==> src/tcb_lite_pkg.sv <==
`default_nettype none

package tcb_lite_pkg;

    ////////////////////
    // bus widths
    ////////////////////

    // data width in bits
    localparam int unsigned DAT = 32;
    // one enable per byte lane
    localparam int unsigned BYT = DAT / 8;
    // byte address width
    localparam int unsigned ADR = 16;

    ////////////////////
    // address map
    ////////////////////

    // number of SRAM words
    localparam int unsigned SRAM_DEPTH = 256;
    // bit 15 clear is SRAM, bit 15 set is the register bank
    localparam int unsigned ADR_SEL = 15;
    // word index sits just above the byte offset, bits 9:2
    localparam int unsigned IDX_LSB = $clog2(BYT);
    localparam int unsigned IDX_W   = $clog2(SRAM_DEPTH);

    typedef logic [ADR-1:0]   adr_t;
    typedef logic [DAT-1:0]   dat_t;
    typedef logic [BYT-1:0]   byt_t;
    typedef logic [IDX_W-1:0] idx_t;

    // word offsets inside the register region
    localparam idx_t REG_SCRATCH0 = idx_t'(0);
    localparam idx_t REG_SCRATCH1 = idx_t'(1);
    localparam idx_t REG_WRCOUNT  = idx_t'(2);

    ////////////////////
    // bus payload
    ////////////////////

    // request, byte enable mode only
    typedef struct packed {
        logic wen;
        adr_t adr;
        byt_t byt;
        dat_t wdt;
    } tcb_req_t;

    // response, vld marks the one cycle the data is valid
    typedef struct packed {
        logic vld;
        dat_t rdt;
        logic err;
    } tcb_rsp_t;

    // demultiplexer target
    typedef enum logic {
        SEL_SRAM,
        SEL_REGS
    } sel_t;

    // register bank handshake FSM
    typedef enum logic {
        REGS_IDLE,
        REGS_RECOVER
    } regs_state_t;

endpackage : tcb_lite_pkg

`default_nettype wire

==> src/tcb_lite_regs.sv <==
`timescale 1ns/1ps
`default_nettype none

module tcb_lite_regs (
    input  logic                   sub,
    input  logic                   rst,
    input  logic                   tcb_vld,
    input  tcb_lite_pkg::tcb_req_t tcb_req,
    output logic                   tcb_rdy,
    output tcb_lite_pkg::tcb_rsp_t tcb_rsp
);

    import tcb_lite_pkg::*;

    ////////////////////
    // decode
    ////////////////////

    regs_state_t state;

    // register bank contents
    dat_t scratch0;
    dat_t scratch1;
    dat_t wrcount;

    // word offset, higher address bits ignored
    idx_t idx;
    logic trn;
    // access outside the map or to the read-only counter
    logic acc_err;
    // write that updates a register
    logic wr_ok;
    // read mux output
    dat_t rd_dat;

    assign idx     = tcb_req.adr[IDX_LSB +: IDX_W];
    assign tcb_rdy = (state == REGS_IDLE);
    assign trn     = tcb_vld && tcb_rdy;

    assign acc_err = (idx > REG_WRCOUNT) || (tcb_req.wen && idx == REG_WRCOUNT);
    assign wr_ok   = trn && tcb_req.wen && !acc_err;

    always_comb begin
        case (idx)
            REG_SCRATCH0: rd_dat = scratch0;
            REG_SCRATCH1: rd_dat = scratch1;
            REG_WRCOUNT:  rd_dat = wrcount;
            default:      rd_dat = '0;
        endcase
    end

    ////////////////////
    // handshake FSM
    ////////////////////

    // one dead cycle after every transfer
    always_ff @(posedge sub) begin
        if (rst) begin
            state <= REGS_IDLE;
        end else begin
            case (state)
                REGS_IDLE:    if (trn) state <= REGS_RECOVER;
                REGS_RECOVER: state <= REGS_IDLE;
                default:      state <= REGS_IDLE;
            endcase
        end
    end

    ////////////////////
    // register writes
    ////////////////////

    always_ff @(posedge sub) begin
        if (rst) begin
            scratch0 <= '0;
            scratch1 <= '0;
            wrcount  <= '0;
        end else if (wr_ok) begin
            // byte lanes honoured on scratch only
            for (int i = 0; i < BYT; i++) begin
                if (tcb_req.byt[i] && idx == REG_SCRATCH0) begin
                    scratch0[i*8 +: 8] <= tcb_req.wdt[i*8 +: 8];
                end
                if (tcb_req.byt[i] && idx == REG_SCRATCH1) begin
                    scratch1[i*8 +: 8] <= tcb_req.wdt[i*8 +: 8];
                end
            end
            // counts accepted writes, errors excluded
            wrcount <= wrcount + 1'b1;
        end
    end

    ////////////////////
    // response
    ////////////////////

    // rdt is zero on writes and on errors
    always_ff @(posedge sub) begin
        if (rst) begin
            tcb_rsp <= '0;
        end else begin
            tcb_rsp.vld <= trn;
            if (trn) begin
                tcb_rsp.err <= acc_err;
                tcb_rsp.rdt <= (tcb_req.wen || acc_err) ? '0 : rd_dat;
            end
        end
    end

    // after a transfer the next cycle refuses, then the bank reopens
    assert property (@(posedge sub) disable iff (rst)
        trn |=> (state == REGS_RECOVER && !trn) ##1 (state == REGS_IDLE));

endmodule : tcb_lite_regs

`default_nettype wire

==> config.mk <==
export PLATFORM = sky130hd
export DESIGN_NAME = tcb_lite_regs
export DESIGN_NICKNAME = d
export VERILOG_FILES = /design/src/tcb_lite_pkg.sv /design/src/tcb_lite_regs.sv
export SDC_FILE = /design/constraint.sdc
export NUM_CORES = 1
export LEC_CHECK = 0
export BUFFER_PORTS_ARGS = -buffer_cell sky130_fd_sc_hd__buf_2
export CELL_PAD_IN_SITES_DETAIL_PLACEMENT = 1
export CELL_PAD_IN_SITES_GLOBAL_PLACEMENT = 1
export CORE_MARGIN = 10
export CORE_UTILIZATION = 33
export CTS_CLUSTER_SIZE = 28
export DETAILED_ROUTE_END_ITERATION = 12
export PLACE_DENSITY = 0.7
export SETUP_SLACK_MARGIN = 0.4
export SLEW_MARGIN = 20
export SYNTH_ARGS = -nofsm -noshare
export SYNTH_HDL_FRONTEND = slang
export SYNTH_SLANG_ARGS = --single-unit
==> constraint.sdc <==
create_clock -name sub -period 8.6 [get_ports sub]
set_input_delay 2.58 -clock sub [delete_from_list [all_inputs] [get_ports sub]]
set_output_delay 2.58 -clock sub [all_outputs]
set_load 0.05 [all_outputs]
# Word-level counts from Yosys, hierarchy flattened
# Cells that the tools add are included.
[totals]
regBits = 131
inputBits = 56
out_inout_bits = 35
elab_cells = 46
[op_classes]
n_addsub = 1
n_lt_le_gt_ge = 1
n_eq_ne = 2
n_mux = 4
n_bitwise = 1
n_reduce_logical = 24
[ops]
columns = ["op", "n"]
rows = [
  ["case mux 32 bit (3 select lines)", 1],
  ["adder 32 x 1 -> 32 bit, second input constant", 1],
  ["2-to-1 mux 32 bit", 1],
  ["AND reduction 2 bit", 8],
  ["logical AND 1 bit", 12],
  ["equality test 8 x 1 -> 1 bit, second input constant", 1],
  ["equality test 8 x 2 -> 1 bit, second input constant", 1],
  ["greater-than comparator 8 x 2 -> 1 bit, second input constant", 1],
  ["logical NOT 8 bit", 1],
  ["logical OR 1 bit", 2],
  ["case mux 1 bit (2 select lines)", 1],
  ["logical NOT 1 bit", 1],
  ["2-to-1 mux 1 bit", 1],
  ["NOT 1 bit", 1],
]

# Longest topological paths before layout
# Gate-level depths: netlist of run 1.
[logic_depth]
depth_word = 6
depth_mapped = 7

# Worst setup path after synthesis of run 1
# Ideal clock, no wire load.
[synth_path]
path_type = "input to register"
startpoint = "input tcb_req[45] (netlist bit)"
endpoint = "register wrcount[31]"
t_arrival_ns = 4.392
t_required_ns = 8.479
path_slack_ns = 4.088
path_stages = 5
n_path_buf = 1
cell_sequence = "or4_4 -> or4_4 -> buf_6 -> nor4_1 -> mux2_2"
[synth_between]
elab_chain_len = 5
elab_cells_between_ends = 6
cone_classes = "1 x order compare; 1 x eq/ne; 4 x reduce/logical"
[synth_lines]
columns = ["item", "line", "rtl"]
rows = [
  ["start, declared", "tcb_lite_regs.sv:8", "input tcb_lite_pkg::tcb_req_t tcb_req,"],
  ["branches (longest 2 deep; another with greater-than comparator 8 x 2 -> 1 bit)", "--", ""],
  ["logical OR 1 bit (*)", "tcb_lite_regs.sv:40", "assign acc_err = (idx > REG_WRCOUNT) || (tcb_req.wen && idx == REG_WRCOUNT);"],
  ["logical NOT 1 bit (*)", "tcb_lite_regs.sv:41", "assign wr_ok = trn && tcb_req.wen && !acc_err;"],
  ["logical AND 1 bit (*)", "tcb_lite_regs.sv:41", ""],
  ["end signal, assigned", "tcb_lite_regs.sv:89", "wrcount <= wrcount + 1'b1;"],
  ["end, declared", "tcb_lite_regs.sv:24", "dat_t wrcount;"],
]
# Mark *: on every way between the ends.
# A chain may end at the register's enable or synchronous reset.

# Worst setup path after layout of run 1
[layout_path]
startpoint = "input tcb_req[39] (netlist bit)"
endpoint = "register wrcount[12]"
# Same word-level chain as after synthesis.

==> impl_metrics.py, run 1 <==
metrics = {
    "sta": {
        "skew_ns": 0.008100,
        "holdWs_ns": 0.4913,
        "min_period_ns": 4.674,
        "finalHoldViolations": 0,
        "period_share": 0.5435,
        "setup_viol": 0,
        "tns_ns": 0,
        "slew_viol_final": 0,
        "slew_headroom": 0.3378,
        "rsz0062_at_grt": "false",
        "worst_pin_slew_ns": 0.9896,
        "clock.fmax_mhz": 213.9,
    },
    "clocking": {
        "cts_buffer_depth": 2,
        "cts_tree": "done",
        "root_buffer": "clkbuf_16",
        "cts-resized-gates": 0,
        "numCtsBuffers": 17,
        "cts_num_sinks": 131,
        "htreeDepth": 4,
        "clk_latency_ns": 0.42,
        "cts.clk_slew.worst_paths_ns": 0.05,
        "cts_hold_repair.buffers": 0,
        "cts_setup_buffers": 0,
    },
    "yosys": {
        "ys_seq_elements": 131,
        "synth_edf_count": 0,
        "ys_seq_area_frac": 0.4516,
        "synth_fa_ha_area_frac": 0.002155,
        "netlist_area_um2": 5807,
        "synth_xor_area_frac": 0.003017,
        "async_flop_share": 0,
        "synth_nets": 675,
        "yosys.area_share.simple": 0.1885,
        "synth_compound_gate_area_share": 0.1401,
        "synth_mux_area_frac": 0.1791,
        "yosys_warnings": 0,
        "synth_top_family_by_area": "simple AND/OR/NAND/NOR gates",
        "synth_area_per_cell_um2": 9.396,
        "syn_inst": 618,
        "synthFlopType": "dfxtp_1",
        "synth_cell_types": 36,
    },
    "cells_and_area": {
        "layout_commonest_cell": "dfxtp_1",
        "finalNetCount": 736,
        "utilization": 0.3997,
        "final_cells": 917,
        "antenna_cells": 0,
        "area_delta_synth_final_pct": 19.05,
        "drive_above_1_share": 0.1908,
        "final_cell_mix": "dfxtp_1, nor2_1, mux2i_1, buf_2",
    },
    "global_route": {
        "antenna_found_initial": 0,
        "grt_use_total": 0.1441,
        "grt.busiest_layer": "met2",
        "grt_first_pass_wirelength_mm": 27.84,
        "grt_use_met3": 0.03189,
        "grt_pass1_vias": 5296,
        "grt_max_degree": 85,
        "grt_use_met1": 0.1846,
        "grt_overflow": 0,
        "met2_usage": 0.2320,
    },
    "place": {
        "dp.final_hpwl_mm": 11.76,
        "numPlacedInstances": 885,
        "gp_congestion": 0.7629,
        "io_buffers": 82,
    },
    "die": {
        "start_util": 0.3357,
        "pin_count": 91,
        "die_w_um": 152.7,
        "core-area_um2": 17300,
        "rows": 48,
        "die-area_um2": 23300,
        "fp.dieH_um": 152.7,
    },
    "detailed_routing": {
        "vias": 4983,
        "firstDrtPassIters": 4,
        "drc_errors": 0,
        "vias_per_cell": 5.434,
        "drt-total-wl_mm": 17.19,
        "routedWlPerCell_um": 18.74,
        "drtIter0Drc": 248,
        "ant_nets": 0,
    },
    "pwr": {
        "leakagePower_nw": 3.038,
        "total_power_mw": 1.317,
        "ir_drop_mv": 0.1173,
        "powerDensity_nw_per_um2": 190.5,
    },
    "setup_path": {
        "end_kind": "flip-flop",
        "path_max_fanout": 41,
        "cp_data_arrival_time_ns": 5.01,
        "path_class": "in -> reg",
        "critPathLaunchType": "primary input",
        "required_ns": 8.93,
    },
    "hold_path": {
        "hold_class": "reg -> reg",
    },
    "outcome": {
        "outcome": "completed",
    },
    "flow_run": {
        "cap_violations": 0,
    },
}
flip-flops by register name, summed over array words and instances (netlist names):
register / count
state: 1
scratch1: 32
tcb_rsp: 34
wrcount: 32
scratch0: 32
area by class of cell:
cell class,count,area [um^2]
multi-input combinational,434,2993
inverter,5,18.77
sequential,131,2623
timing repair buffer,90,473.0
clock buffer,23,467.9
clock inverter,9,56.30
fill,2034,10380
tap,225,281.5
metrics by stage:
step | instance area (um^2) | worst slack, ns
4_1_cts | 6913 | 3.966
3_5_place_dp | 6389 | 3.560
5_1_grt | 6913 | 3.760
6_report | 6913 | 3.926
2_1_floorplan | 5807 | 4.088
3_3_place_gp | 6389 | 3.647
report_power, final:
part / switching, mW / total (mW) / internal, mW
Combinational: 0.0428 / 0.0604 / 0.0177
Clock: 0.265 / 0.647 / 0.382
Sequential: 0.000901 / 0.609 / 0.608
Total: 0.309 / 1.32 / 1.01
kinds of logic after synthesis:
family / after synthesis
simple gates: 215
flops: 131
compound gates: 113
mux: 103
buf+inv: 53
xor+xnor: 2
fa+ha+maj: 1
worst max-delay path, cell delays in order:
cell and delay, ns:
buf_2 0.10, buf_4 0.33, nor4bb_1 0.71, nand3_1 0.47
or4_1 0.62, a21oi_1 0.17
synth_stat cells, types with 8 or more instances:
cell / instances / area share
nor2b_1: 8 / 0.0086
nor2_1: 110 / 0.071
dfxtp_1: 131 / 0.45
nand3_1: 10 / 0.0086
a22oi_1: 32 / 0.041
nand4_1: 17 / 0.018
o31ai_1: 15 / 0.019
clkbuf_1: 40 / 0.026
nand2_1: 13 / 0.0084
a21oi_1: 24 / 0.021
mux2i_1: 96 / 0.17
o2bb2ai_1: 32 / 0.048
nor4_1: 10 / 0.011
or4_1: 18 / 0.023
metal layers:
metal	share of wire	vias to the layer above
met5	0	-
met4	0.015	0
met3	0.036	17
met2	0.47	98
met1	0.48	2453
li1	-	2415
final timing paths:
path | from | end | slack [ns] | depth (start not counted)
worst max-delay path | tcb_req[39] | wrcount[12] | 3.93 | 6
worst min-delay path | tcb_rsp[0] | tcb_rsp[0] | 0.49 | 2
worst max register to register | wrcount[7] | wrcount[25] | 6.06 | 4
worst min register to register | tcb_rsp[0] | tcb_rsp[0] | 0.49 | 2
(Power assumes the default switching activity.)
==> run 2, diff against run 1 <==
Settings changed: ABC_AREA set to 1, PLACE_DENSITY 0.7 to 0.77.
Clock period 8.6 ns to 3.75 ns, I/O delays scaled along.
==> impl_metrics.py, run 2 <==
metrics = {
    "yosys": {
        "ys_seq_area_frac": 0.4327,
        "yosys_warnings": 0,
        "yosysTopAreaCellShare": 0.4327,
        "ys_seq_elements": 131,
        "syn_inst": 936,
        "synth_area_per_cell_um2": 6.475,
        "synth_top_cells_by_area": "dfxtp_1, nand2_1, a21oi_1",
        "synth_nets": 993,
        "synthFlopType": "dfxtp_1",
        "netlist_area_um2": 6061,
        "yosys-top-cells-count": "nand2_1, dfxtp_1, a21oi_1",
        "synth_edf_count": 0,
        "post-synth-top-count-cell": "nand2_1",
        "synth_area_leader_cell": "dfxtp_1",
        "async_flop_share": 0,
        "synth_cell_types": 25,
    },
    "setup_path": {
        "end_kind": "flip-flop",
        "path_max_fanout": 14,
        "path_class": "in -> reg",
        "critPathLaunchType": "primary input",
        "cp_data_arrival_time_ns": 3.04,
        "required_ns": 4.06,
    },
    "sta": {
        "min_period_ns": 2.729,
        "finalHoldViolations": 0,
        "slew_headroom": 0.5235,
        "setup_viol": 0,
        "worst_pin_slew_ns": 0.7126,
        "period_share": 0.7278,
        "tns_ns": 0,
        "clock.fmax_mhz": 366.4,
        "skew_ns": 0.007519,
        "slew_viol_final": 0,
        "rsz0062_at_grt": "false",
    },
    "cells_and_area": {
        "drive_above_1_share": 0.1329,
        "fillerInstances": 2428,
        "finalNetCount": 1070,
        "largest_register": "tcb_rsp",
        "multi_input_area_um2": 3149,
        "area_delta_synth_final_pct": 18.77,
        "final_cell_mix": "nand2_1, dfxtp_1, a21oi_1, nor2_1, buf_2",
        "antenna_cells": 0,
        "final_cells": 1252,
        "largest_register_ffs": 34,
        "register_area_um2": 2623,
        "layout_commonest_cell": "nand2_1",
    },
    "pwr": {
        "combPwrFrac": 0.035,
        "seqPwrFrac": 0.469,
        "total_power_mw": 2.979,
        "p_sw_frac": 0.2264,
        "powerDensity_nw_per_um2": 413.8,
        "p_switching_mw": 0.6743,
        "ir_drop_mv": 0.2850,
        "leakagePower_nw": 2.648,
        "clkPwrFrac": 0.497,
        "p_int_mw": 2.304,
    },
    "clocking": {
        "cts_num_sinks": 131,
        "cts_hold_repair.buffers": 0,
        "clk_latency_ns": 0.42,
        "cts.clk_slew.worst_paths_ns": 0.06,
        "cts-resized-gates": 0,
        "cts_setup_buffers": 0,
        "cts_buffer_depth": 2,
        "root_buffer": "clkbuf_16",
        "cts_tree": "done",
        "numCtsBuffers": 17,
        "htreeDepth": 4,
    },
    "die": {
        "pin_count": 91,
        "fp.dieH_um": 155.5,
        "die_w_um": 155.5,
        "start_util": 0.3362,
        "core-area_um2": 18020,
        "die-area_um2": 24190,
        "rows": 49,
    },
    "place": {
        "numPlacedInstances": 1223,
        "io_buffers": 82,
        "gp_congestion": 0.8407,
        "dp.final_hpwl_mm": 14.50,
    },
    "global_route": {
        "grt_pass1_vias": 6389,
        "grt_use_total": 0.1683,
        "grt_max_degree": 118,
        "grt_overflow": 0,
        "grt_first_pass_wirelength_mm": 33.04,
        "antenna_found_initial": 0,
    },
    "detailed_routing": {
        "drt-total-wl_mm": 20.28,
        "vias": 6227,
        "firstDrtPassIters": 4,
        "drc_errors": 0,
        "vias_per_cell": 4.974,
        "drtIter0Drc": 405,
        "ant_nets": 0,
        "routedWlPerCell_um": 16.20,
    },
    "outcome": {
        "outcome": "completed",
    },
    "hold_path": {
        "hold_class": "reg -> reg",
    },
    "flow_run": {
        "cap_violations": 0,
    },
}
==> run 2: cell type report <==
class | instances | area share
Clock inverter | 5 | 0.004172
Inverter | 40 | 0.02086
Tap cell | 229 | 0.03981
Sequential cell | 131 | 0.3643
Timing Repair Buffer | 89 | 0.06640
Clock buffer | 24 | 0.06692
Multi-Input combinational cell | 734 | 0.4375
==> run 2: stage by stage <==
step | hold slack [ns] | cell area [um^2] | util | setup slack [ns]
2_1_floorplan | 0.4410 | 6061 | - | 1.410
3_3_place_gp | 0.4481 | 6686 | 0.3710 | 0.6506
3_5_place_dp | 0.4522 | 6686 | 0.3710 | 0.5982
4_1_cts | 0.4610 | 7198 | 0.3993 | 1.022
5_1_grt | 0.4767 | 7198 | 0.3993 | 0.8383
6_report | 0.4583 | 7198 | 0.3993 | 1.021
==> run 2: per-layer routing <==
metal	GRT usage	vias up	part of all wire
li1	-	3134	-
met1	0.2154	2972	0.48
met2	0.2752	92	0.47
met3	0.04025	29	0.032
met4	0.04947	0	0.017
met5	0	-	0
==> run 2: cell families after synthesis <==
family / Yosys count / synth area share
compound gates: 126 / 0.1065
xor+xnor: 7 / 0.01012
fa+ha+maj: 1 / 0.002064
buf+inv: 71 / 0.04810
flops: 131 / 0.4327
simple gates: 600 / 0.4005
==> run 2: final timing paths <==
kind	startpoint	end	slack, ns	cells past startpoint
max	tcb_req[41]	wrcount[9]	1.02	9
min	scratch0[4]	scratch0[4]	0.46	2
max reg2reg	wrcount[1]	wrcount[20]	1.69	10
min reg2reg	scratch0[4]	scratch0[4]	0.46	2
==> run 2: power by group through the flow <==
stage,sequential [mW],clock (mW),combinational (mW)
floorplan,1.43,0,0.0438
detailed placement,1.43,0,0.104
finish,1.40,1.48,0.104
global placement,1.43,0,0.103
global route,1.40,1.57,0.113
CTS,1.40,1.50,0.104
==> run 2: worst max-delay path, stage by stage <==
cell	delay (ns)
buf_2	0.11
nor2_1	0.24
nand2_1	0.13
nor2_2	0.19
nand4_1	0.59
inv_1	0.40
nand3_1	0.12
nand2_1	0.08
nor2_1	0.04
