===== src/tcb_lite_pkg.sv =====
`default_nettype none

package tcb_lite_pkg;

    ////////////////////
    // bus widths
    ////////////////////

    // data width in bits
    localparam int unsigned DAT = 32;
    // one enable per byte lane
    localparam int unsigned BYT = DAT / 8;
    // byte address width
    localparam int unsigned ADR = 16;

    ////////////////////
    // address map
    ////////////////////

    // number of SRAM words
    localparam int unsigned SRAM_DEPTH = 256;
    // bit 15 clear is SRAM, bit 15 set is the register bank
    localparam int unsigned ADR_SEL = 15;
    // word index sits just above the byte offset, bits 9:2
    localparam int unsigned IDX_LSB = $clog2(BYT);
    localparam int unsigned IDX_W   = $clog2(SRAM_DEPTH);

    typedef logic [ADR-1:0]   adr_t;
    typedef logic [DAT-1:0]   dat_t;
    typedef logic [BYT-1:0]   byt_t;
    typedef logic [IDX_W-1:0] idx_t;

    // word offsets inside the register region
    localparam idx_t REG_SCRATCH0 = idx_t'(0);
    localparam idx_t REG_SCRATCH1 = idx_t'(1);
    localparam idx_t REG_WRCOUNT  = idx_t'(2);

    ////////////////////
    // bus payload
    ////////////////////

    // request, byte enable mode only
    typedef struct packed {
        logic wen;
        adr_t adr;
        byt_t byt;
        dat_t wdt;
    } tcb_req_t;

    // response, vld marks the one cycle the data is valid
    typedef struct packed {
        logic vld;
        dat_t rdt;
        logic err;
    } tcb_rsp_t;

    // demultiplexer target
    typedef enum logic {
        SEL_SRAM,
        SEL_REGS
    } sel_t;

    // register bank handshake FSM
    typedef enum logic {
        REGS_IDLE,
        REGS_RECOVER
    } regs_state_t;

endpackage : tcb_lite_pkg

`default_nettype wire


===== src/tcb_lite_lib_register_backpressure.sv =====
`timescale 1ns/1ps
`default_nettype none

module tcb_lite_lib_register_backpressure (
    input  logic                  sub,
    input  logic                  rst,
    // manager side
    input  logic                  up_vld,
    input  tcb_lite_pkg::tcb_req_t up_req,
    output logic                  up_rdy,
    output tcb_lite_pkg::tcb_rsp_t up_rsp,
    // subordinate side
    output logic                  dn_vld,
    output tcb_lite_pkg::tcb_req_t dn_req,
    input  logic                  dn_rdy,
    input  tcb_lite_pkg::tcb_rsp_t dn_rsp
);

    import tcb_lite_pkg::*;

    ////////////////////
    // skid buffer
    ////////////////////

    // request held while downstream stalls
    tcb_req_t tmp_req;

    // capture on an upstream transfer that downstream refused
    always_ff @(posedge sub) begin
        if (up_vld && up_rdy && !dn_rdy) begin
            tmp_req.wen <= up_req.wen;
            tmp_req.adr <= up_req.adr;
            tmp_req.byt <= up_req.byt;
            // only enabled lanes carry meaningful write data
            if (up_req.wen) begin
                for (int i = 0; i < BYT; i++) begin
                    if (up_req.byt[i]) begin
                        tmp_req.wdt[i*8 +: 8] <= up_req.wdt[i*8 +: 8];
                    end
                end
            end
        end
    end

    ////////////////////
    // request path
    ////////////////////

    // zero latency while open, replay of the buffer while closed
    assign dn_vld = up_rdy ? up_vld : 1'b1;
    assign dn_req = up_rdy ? up_req : tmp_req;

    // responses are not registered
    assign up_rsp = dn_rsp;

    ////////////////////
    // ready register
    ////////////////////

    // registered so up_rdy never follows up_vld combinationally
    always_ff @(posedge sub) begin
        if (rst) begin
            up_rdy <= 1'b1;
        end else if (up_rdy) begin
            // close after a stalled transfer
            up_rdy <= !(up_vld && !dn_rdy);
        end else begin
            // reopen the cycle after the replay is taken
            up_rdy <= dn_rdy;
        end
    end

    ////////////////////
    // checks
    ////////////////////

    // a stalled transfer is replayed from the buffer on the next cycle
    assert property (@(posedge sub) disable iff (rst)
        (up_vld && up_rdy && !dn_rdy) |=>
            (!up_rdy && dn_vld && dn_req.adr == $past(up_req.adr)
             && dn_req.wen == $past(up_req.wen)));

    // the replay stays valid until downstream takes it
    assert property (@(posedge sub) disable iff (rst)
        (!up_rdy && !dn_rdy) |=> (!up_rdy && dn_vld));

endmodule : tcb_lite_lib_register_backpressure

`default_nettype wire


===== config.mk =====
export PLATFORM = sky130hd
export DESIGN_NAME = tcb_lite_lib_register_backpressure
export DESIGN_NICKNAME = d
export VERILOG_FILES = /design/src/tcb_lite_pkg.sv /design/src/tcb_lite_lib_register_backpressure.sv
export SDC_FILE = /design/constraint.sdc
export NUM_CORES = 1
export LEC_CHECK = 0
export BUFFER_PORTS_ARGS = -buffer_cell sky130_fd_sc_hd__buf_4
export CAP_MARGIN = 5
export CORE_ASPECT_RATIO = 1.75
export CORE_MARGIN = 2
export CORE_UTILIZATION = 41
export CTS_CLUSTER_SIZE = 8
export DETAILED_ROUTE_END_ITERATION = 6
export PLACE_DENSITY = 0.8
export SLEW_MARGIN = 20
export SYNTH_ARGS = -nofsm -noshare
export SYNTH_HDL_FRONTEND = slang
export SYNTH_SLANG_ARGS = --single-unit
export TNS_END_PERCENT = 100

===== constraint.sdc =====
create_clock -name sub -period 2.2 [get_ports sub]
set_input_delay 0.22 -clock sub [delete_from_list [all_inputs] [get_ports sub]]
set_output_delay 0.22 -clock sub [all_outputs]
set_load 0.05 [all_outputs]

==> After elaboration in Yosys (flattened, before gate mapping) <==
Cells that the tools add are included.
{ "op_classes": {"n_reduce_logical": 9, "add_sub_neg": 0, "div_mod_pow": 0, "n_shift": 0, "eq_ne": 0, "mux": 3, "bitwise": 0, "multipliers": 0, "order_cmp": 0} }
{ "op_table": {"columns": ["cell", "n"], "rows": [
  ["$mux 53", 1],
  ["$reduce_and 3->1", 4],
  ["$logic_and 1x1->1", 3],
  ["$logic_not 1->1", 2],
  ["$mux 1", 2]
]} }
{ "word_totals": {"elab_cells": 20, "mem_count": 0, "latch_bits": 0, "rom_bits": 0, "ram_bits": 0, "ff_bits": 54} }

==> Depth between registers and ports, before layout <==
Gate-level depths: netlist of the first run.
{ "logic_depth": {"word_depth": 4, "depth_mapped": 5, "depth_no_buf": 2} }

==> Worst setup path before layout of the first run <==
OpenSTA, ideal clock, no wires.
{ "synth_timing": {"path_kind": "register to output", "start": "reg up_rdy", "end": "out dn_req[32] (netlist bit)", "path_stages_with_launch": 5, "arrival_ns": 2.032, "n_path_buf": 3, "path_slack_ns": -0.052, "required_time_ns": 1.980, "cell_sequence": "dfxtp_1 buf_6 buf_6 buf_6 o21ai_0"} }
{ "synth_lines": {"columns": ["item", "line_no", "rtl"], "rows": [
  ["from (decl)", "tcb_lite_lib_register_backpressure.sv:10", "output logic up_rdy,"],
  ["from (signal assigned)", "tcb_lite_lib_register_backpressure.sv:66", "up_rdy <= !(up_vld && !dn_rdy);"],
  ["from (signal assigned)", "tcb_lite_lib_register_backpressure.sv:69", "up_rdy <= dn_rdy;"],
  ["to (decl)", "tcb_lite_lib_register_backpressure.sv:14", "output tcb_lite_pkg::tcb_req_t dn_req,"]
]} }

==> impl_metrics.yaml, run 1 <==
floorplan:
  rows: 38
  coreArea_sq_um: 6133
  die-area_sq_um: 6972
  die_w_um: 63.98
  ios: 180
  die_y_um: 109.0
  initial_core_util_pct: 42.08
route:
  drt-met1-wl_um: 1798
  vias_per_cell: 4.796
  drcViolationCount: 0
  dr.pass1.iters: 4
  drt_iter0_drc: 37
  top_layer: "met4"
  vias: 1573
  wl_met3_um: 376
  ant_nets: 0
  wl_per_cell_um: 16.91
  wl_met2_um: 2959
  wl_um: 5548
global_route:
  track_usage_pct: 15.80
  grt_pass1_wl_um: 8128
  grt_max_degree: 20
  grt_overflow_total: 0
  grt_pass1_vias: 1595
  antenna_found_initial: 0
timing:
  worst_hold_slack_ns: 0.08841
  fmax_ghz: 0.5089
  min_period_over_period_pct: 89.33
  fin_crit_ns: 1.965
  slew_viol_final: 0
  final.setup.worst_slack_ns: 0.2348
  worst_pin_slew_ns: 0.6372
  rsz0062_at_grt: "no"
  fin_skew_ns: 0.005476
  setup_viol: 0
  hold_viol_final: 0
  fin_setup_tns_ns: 0
  slew_headroom_pct: 57.36
logic_synthesis:
  synth_nets: 256
  netlist_area_sq_um: 2581
  seq_area_frac_synth_pct: 62.43
  synth_largest_area_cell: "edfxtp_1"
  avgSynthCellArea_sq_um: 15.64
  ys_warn_count: 0
  postSynthCellCount: 165
  yosys-top-cells-area: "edfxtp_1 62%, mux2_2 21%, buf_4 11%"
  synth_top_area_share_pct: 61.66
  ys_types: 13
  ys_seq_elements: 54
layout:
  utilization_pct: 54.53
  antenna_cells: 0
  drive_gt1_share_pct: 69.76
  area_growth_pct: 29.57
  nNetsFinal: 339
clock_tree:
  cts_setup_buffers: 0
  clk_pin_slew_worst_paths_ns: 0.10
  cts_root_buf: "clkbuf_8"
  hold_buffers: 0
  cts_buffer_depth: 2
  cts_sinks: 54
  cts-buffers-inserted: 5
  cts_tree: "built"
  htree_num_levels: 2
  insertion_delay_ns: 0.31
  post_cts_resized: 0
placement:
  gp_congestion: 0.7558
  pre_cts_slack_ns: 0.5382
  hpwl_um: 4359
  port_buffers: 111
job:
  drv_cap: 0
critical_path:
  path_cells: "buf_4, mux2_2, buf_4"
  worstPathMaxFanout: 17
  arrival_ns: 1.75
  crit_family: "flip-flops"
  cp-start-kind: "register"
  path_common_cell: "buf_4"
  crit_path_end_kind: "primary output"
  path_class: "reg -> out"
  required_ns: 1.98
  critPathMaxStageDelay_ns: 0.55
  cp.buffers_inverters: 2
  cpMaxStageDelayCell: "dfxtp_2"
power:
  power.density_nw_per_um2: 718.7
  p_total_mw: 2.404
  peakVddDrop_uv: 544.7
  p_leak_nw: 1.381
hold_path:
  hp-class: "in -> reg"
run_status:
  outcome: "finished, final reports clean"
[cells by family (layout without fill, tap and decap cells)]
kind of cell | count (synthesis) | count (layout) | synth area share, %
flops | 54 | 54 | 62.43
simple gates | 13 | 13 | 2.327
mux | 49 | 49 | 21.52
buf+inv | 45 | 128 | 12.94
compound gates | 4 | 4 | 0.7756
[per-layer routing]
metal	GRT usage [%]	vias to the layer above
met5	0	-
met1	15.42	718
met2	27.38	86
met3	3.406	45
li1	-	724
met4	14.29	0
[metrics by stage]
stage / area [sq um] / cells
2_1_floorplan: 2581 / 165
3_3_place_gp: 3242 / 321
3_5_place_dp: 3242 / 321
4_1_cts: 3344 / 328
5_1_grt: 3344 / 328
6_report: 3344 / 328
[cells in the mapped netlist]
library cell	n
nand3b_1	1
edfxtp_1	53
dfxtp_1	1
nand2_1	5
buf_6	3
and3b_1	1
o21ai_0	4
nor2_1	5
mux2_4	1
mux2_2	48
inv_1	4
nand2b_1	1
buf_4	38
[worst paths after layout]
path                           from               endpoint  slack, ns  depth (start not counted)
setup / recovery  up_rdy$_SDFF_PP1_              dn_req[9]       0.23                          3
hold / removal           up_req[30]  tmp_req[30]$_DFFE_PP_       0.09                          1
setup reg to reg  up_rdy$_SDFF_PP1_   tmp_req[7]$_DFFE_PP_       0.64                          4
hold reg to reg   up_rdy$_SDFF_PP1_      up_rdy$_SDFF_PP1_       0.65                          2
[final cells by class]
class / count / area [sq um]
Multi-Input combinational cell: 66 / 635.6
Tap cell: 80 / 100.1
Sequential cell: 54 / 1613
Clock buffer: 5 / 68.82
Timing Repair Buffer: 117 / 878.3
Inverter: 4 / 15.01
Fill cell: 495 / 2789
Clock inverter: 2 / 33.78
[cells in the final DEF, fill, tap and decap left out, drive strengths merged]
cell type	instances
clkbuf	5
bufinv	1
clkinv	1
nand2b	1
mux2	49
nand3b	1
nand2	5
and3b	1
nor2	5
edfxtp	53
dfxtp	1
o21ai	4
inv	4
buf	117
[sequential cells by signal, indices dropped and copies added (netlist names)]
| register | cells |
|---|---|
| up_rdy | 1 |
| tmp_req | 53 |
[where the power goes]
group	switching, mW	total (mW)	internal (mW)	leakage [nW]
Combinational	0.368	0.590	0.222	0.835
Sequential	0.0111	1.17	1.16	0.494
Clock	0.312	0.641	0.330	0.0517
Total	0.691	2.40	1.71	1.38
Power figures use the tool's default switching activity.
==> run 2, diff against run 1 <==
BUFFER_PORTS_ARGS = not set   (was -buffer_cell sky130_fd_sc_hd__buf_4)
CORE_AREA = 2 2 70 72   (was not set)
CORE_ASPECT_RATIO = not set   (was 1.75)
CORE_MARGIN = not set   (was 2)
CORE_UTILIZATION = not set   (was 41)
DIE_AREA = 0 0 72 74   (was not set)
DONT_BUFFER_PORTS = 1   (was not set)
PLACE_DENSITY = 0.72   (was 0.8)
==> impl_metrics.yaml, run 2 (synthesis results as in run 1) <==
critical_path:
  path_class: "reg -> out"
  r2r_cells: 2
  rrSetupSlack_ns: 0.73
  cp-start-kind: "register"
  r2r-start: "up_rdy$_SDFF_PP1_"
  arrival_ns: 1.58
  required_ns: 1.98
  worstPathMaxFanout: 11
  crit_path_end_kind: "primary output"
  r2r-end: "tmp_req[19]$_DFFE_PP_"
floorplan:
  ios: 180
  rows: 25
  die_y_um: 74
  initial_core_util_pct: 56.14
  coreArea_sq_um: 4598
  die-area_sq_um: 5328
  die_w_um: 72
global_route:
  grt_pass1_vias: 1245
  grt_max_degree: 28
  track_usage_pct: 16.29
  busiest_layer: "met2"
  grt_pass1_wl_um: 6396
  grt_overflow_total: 0
  grt.met3_usage_pct: 6.369
  grt_util_met1_pct: 17.11
  antenna_found_initial: 0
  use_met2_pct: 28.09
run_status:
  outcome: "finished, final reports clean"
layout:
  antenna_cells: 0
  reg_top3: "tmp_req (53), up_rdy (1)"
  fin_area_sq_um: 2964
  layout_commonest_cell: "edfxtp_1"
  area_growth_pct: 14.83
  final_cells: 237
  regMostFlops: "tmp_req"
  fillerInstances: 343
  layout_common_cells: "53 x edfxtp_1, 48 x mux2_2, 42 x dlygate4sd3_1, 8 x buf_4"
  largest_reg_flops: 53
  nNetsFinal: 273
  drive_gt1_share_pct: 36.07
  utilization_pct: 64.46
timing:
  slew_headroom_pct: 56.28
  worst_pin_slew_ns: 0.6533
  fin_skew_ns: 0.007108
  fmax_ghz: 0.5566
  fin_crit_ns: 1.797
  worst_hold_slack_ns: 0.01751
  rsz0062_at_grt: "no"
  slew_viol_final: 0
  final.setup.worst_slack_ns: 0.4034
  setup_viol: 0
  hold_viol_final: 0
  min_period_over_period_pct: 81.67
clock_tree:
  cts_tree: "built"
  cts_root_buf: "clkbuf_8"
  clk_pin_slew_worst_paths_ns: 0.09
  htree_num_levels: 2
  cts_buffer_depth: 2
  cts_setup_buffers: 0
  cts-buffers-inserted: 5
  insertion_delay_ns: 0.30
  cts_sinks: 54
placement:
  placed_cells: 187
  place_area_sq_um: 2411
  pre_cts_slack_ns: 0.7138
  hpwl_um: 3454
  gp_congestion: 0.7464
  port_buffers: 0
power:
  power.density_nw_per_um2: 809.1
  p_leak_nw: 1.058
  peakVddDrop_uv: 440.2
hold_path:
  worstHoldStart: "up_req[1]"
  hp-class: "in -> reg"
  hold_end: "tmp_req[1]$_DFFE_PP_"
  holdPathStages: 0
route:
  drt_iter0_drc: 87
  drcViolationCount: 0
  dr.pass1.iters: 4
  vias: 1327
  wl_per_cell_um: 21.91
  vias_per_cell: 5.599
  wl_um: 5193
  ant_nets: 0
job:
  drv_cap: 0
-- run 2: cell count changes in the layout (fill, tap and decap cells not counted) --
cell,before,now
buf_12,0,1
o21ai_1,0,4
bufinv_16,1,2
dlygate4sd3_1,0,42
o21ai_0,4,0
buf_4,117,8
-- run 2: worst max path at each step --
stage,start,to,slack (ns),cells after the start
2_1_floorplan,up_rdy$_SDFF_PP1_,dn_req[32],-0.05,4
3_3_place_gp,up_rdy$_SDFF_PP1_,dn_req[9],0.75,2
3_5_place_dp,up_rdy$_SDFF_PP1_,dn_req[13],0.71,2
4_1_cts,up_rdy$_SDFF_PP1_,dn_req[13],0.38,2
5_1_grt,up_rdy$_SDFF_PP1_,dn_req[20],0.34,2
6_report,up_rdy$_SDFF_PP1_,dn_req[13],0.40,2
-- run 2: worst max-delay path, stage by stage (launching register included) --
cell	delay [ns]
dfxtp_2	0.48
buf_4	0.30
mux2_2	0.50
-- run 2: per-stage QoR --
stage / TNS (ns) / power, mW
after global routing: 0 / 2.466
after CTS: 0 / 2.352
after floorplan: -0.2095 / 1.740
after global placement: 0 / 1.602
after detailed placement: 0 / 1.606
final: 0 / 2.398
-- run 2: what timing repair did --
item | 4_1_cts | 5_1_grt
gates resized for setup | 0 | 0
endpoints found under the hold margin | 0 | 42
hold buffers | 0 | 42
-- run 2: area by class of cell --
type | instances | area [sq um] | share of cell area [%]
tap | 54 | 67.56 | 2.279
timing repair buffer | 51 | 500.5 | 16.88
clock buffer | 5 | 68.82 | 2.322
inverter | 4 | 15.01 | 0.5065
sequential | 54 | 1613 | 54.41
multi-input combinational | 66 | 635.6 | 21.44
clock inverter | 3 | 63.81 | 2.153
-- run 2: power breakdown --
group          internal [mW]  leakage (nW)  switching [mW]
Sequential              1.16         0.494          0.0102
Combinational          0.134         0.498           0.338
Clock                  0.450        0.0658           0.304
-- run 2: layer usage --
metal  vias to the layer above  part of all wire, %
met1                       613                   36
met3                        25                  9.6
met2                        96                   51
li1                        593                    -
met4                         0                  3.8
met5                         -                    0
==> run 3, diff against run 2 <==
CORE_AREA = not set   (was 2 2 70 72)
CORE_ASPECT_RATIO = 1.75   (was not set)
CORE_MARGIN = 2   (was not set)
CORE_UTILIZATION = 56   (was not set)
DIE_AREA = not set   (was 0 0 72 74)
PLACE_DENSITY = 0.74   (was 0.72)
clock period = 1.58 ns   (was 2.2 ns; I/O delays follow)
==> impl_metrics.yaml, run 3 (synthesis results as in run 1) <==
critical_path:
  rrSetupSlack_ns: 0.30
  r2r-start: "up_rdy$_SDFF_PP1_"
  worstPathMaxFanout: 14
  r2r_cells: 1
  critical_path.endpoint: "dn_req[0]"
  arrival_ns: 1.40
  crit_start: "up_rdy$_SDFF_PP1_"
  r2r-end: "tmp_req[51]$_DFFE_PP_"
  cp-start-kind: "register"
  crit_path_end_kind: "primary output"
  required_ns: 1.42
  path_class: "reg -> out"
power:
  p_leak_nw: 1.227
  p_comb_share_pct: 22.6
  peakVddDrop_uv: 950.6
  pwr-share-clk_pct: 27.0
  power.density_nw_per_um2: 1018
  switching_share_pct: 27.88
  p_total_mw: 3.237
  pwr-share-seq_pct: 50.4
  p_int_mw: 2.334
  power.switching_uw: 902.6
floorplan:
  die-area_sq_um: 5190
  rows: 32
  die_w_um: 55.32
  coreArea_sq_um: 4404
  ios: 180
  initial_core_util_pct: 58.61
  die_y_um: 93.81
placement:
  gp_congestion: 0.7397
  port_buffers: 0
  hpwl_um: 3370
timing:
  fin_skew_ns: 0.006786
  setup_viol: 0
  slew_headroom_pct: 69.86
  hold_viol_final: 0
  worst_pin_slew_ns: 0.4522
  min_period_over_period_pct: 98.68
  fin_crit_ns: 1.559
  fin_setup_tns_ns: 0
  rsz0062_at_grt: "yes"
  slew_viol_final: 0
  fmax_ghz: 0.6414
global_route:
  track_usage_pct: 21.85
  grt_overflow_total: 0
  antenna_found_initial: 0
  grt_pass1_wl_um: 8549
  grt_pass1_vias: 1616
  grt_max_degree: 25
run_status:
  outcome: "finished, final reports clean"
clock_tree:
  cts_tree: "built"
  htree_num_levels: 2
  clk_pin_slew_worst_paths_ns: 0.08
  cts_root_buf: "clkbuf_8"
  cts-buffers-inserted: 5
  cts_buffer_depth: 2
  insertion_delay_ns: 0.29
  cts_sinks: 54
  cts_setup_buffers: 0
layout:
  layout_commonest_cell: "dlygate4sd3_1"
  layout_common_cells: "55 x dlygate4sd3_1, 53 x edfxtp_1, 26 x mux2_4, 23 x mux2_2, 6 x buf_4"
  fillerInstances: 285
  nNetsFinal: 286
  antenna_cells: 0
  largest_reg_flops: 53
  regMostFlops: "tmp_req"
  drive_gt1_share_pct: 35.71
  utilization_pct: 72.19
  multi_input_area_sq_um: 740.7
  reg_top3: "tmp_req (53), up_rdy (1)"
  regArea_sq_um: 1615
  area_growth_pct: 23.17
route:
  ant_nets: 0
  wl_um: 5515
  drcViolationCount: 0
  drt_iter0_drc: 25
  vias_per_cell: 5.773
  dr.pass1.iters: 4
  vias: 1426
  wl_per_cell_um: 22.33
hold_path:
  hp-class: "in -> reg"
  worstHoldStart: "up_vld"
job:
  drv_cap: 0
## run 3: changes by cell type in the layout (fill, tap and decap cells not counted), sizes merged
cell / before / now
dlygate4sd3: 42 / 55
clkbuf: 5 / 7
bufinv: 2 / 1
clkinv: 1 / 0
## run 3: timing repair
item                                    CTS  global route
endpoints found under the setup margin   48            49
gates resized for setup                  22             6
hold buffers                             55             0
endpoints found under the hold margin    54             0
## run 3: power by group through the flow
stage / Clock (mW) / Sequential (mW) / Combinational (mW)
4_1_cts: 0.901 / 1.63 / 0.722
3_3_place_gp: 0 / 1.66 / 0.572
3_5_place_dp: 0 / 1.66 / 0.576
5_1_grt: 0.956 / 1.64 / 0.755
2_1_floorplan: 0 / 1.66 / 0.766
6_report: 0.875 / 1.63 / 0.730
## run 3: worst max-delay path: stages (launching register included)
cell and delay [ns]:
dfxtp_4 0.42, buf_6 0.20, mux2_2 0.48
## run 3: area by class of cell
class,instances,area share [%]
sequential,54,50.81
multi-input combinational,66,23.30
timing repair buffer,64,20.07
clock buffer,7,2.401
tap,51,2.007
clock inverter,1,0.9445
inverter,4,0.4723
## run 3: per-layer routing
metal  up-vias  track usage (%)  part of all wire (%)
met4         0            6.504                   1.0
met2       124            35.81                    51
met1       675            23.95                    36
li1        621                -                     -
met5         -                0                     0
met3         6            12.53                    12
## run 3: per-stage QoR
| step | instance area, sq um | hold WS, ns | cells | setup WS (ns) |
|---|---|---|---|---|
| 2_1_floorplan | 2594 | 0.2522 | 165 | -0.1070 |
| 3_3_place_gp | 2419 | 0.2570 | 184 | 0.2869 |
| 3_5_place_dp | 2419 | 0.2570 | 184 | 0.2489 |
| 4_1_cts | 3158 | 0.05982 | 247 | -0.07857 |
| 5_1_grt | 3179 | 0.1157 | 247 | -0.02070 |
| 6_report | 3179 | 0.1063 | 247 | 0.02085 |
## run 3: worst min path at each step
stage / depth (start not counted) / slack [ns] / to
after floorplan: 2 / 0.25 / up_rdy$_SDFF_PP1_
after global placement: 0 / 0.26 / tmp_req[46]$_DFFE_PP_
after detailed placement: 0 / 0.26 / tmp_req[1]$_DFFE_PP_
after CTS: 2 / 0.06 / up_rdy$_SDFF_PP1_
after global routing: 2 / 0.12 / up_rdy$_SDFF_PP1_
final: 2 / 0.11 / up_rdy$_SDFF_PP1_
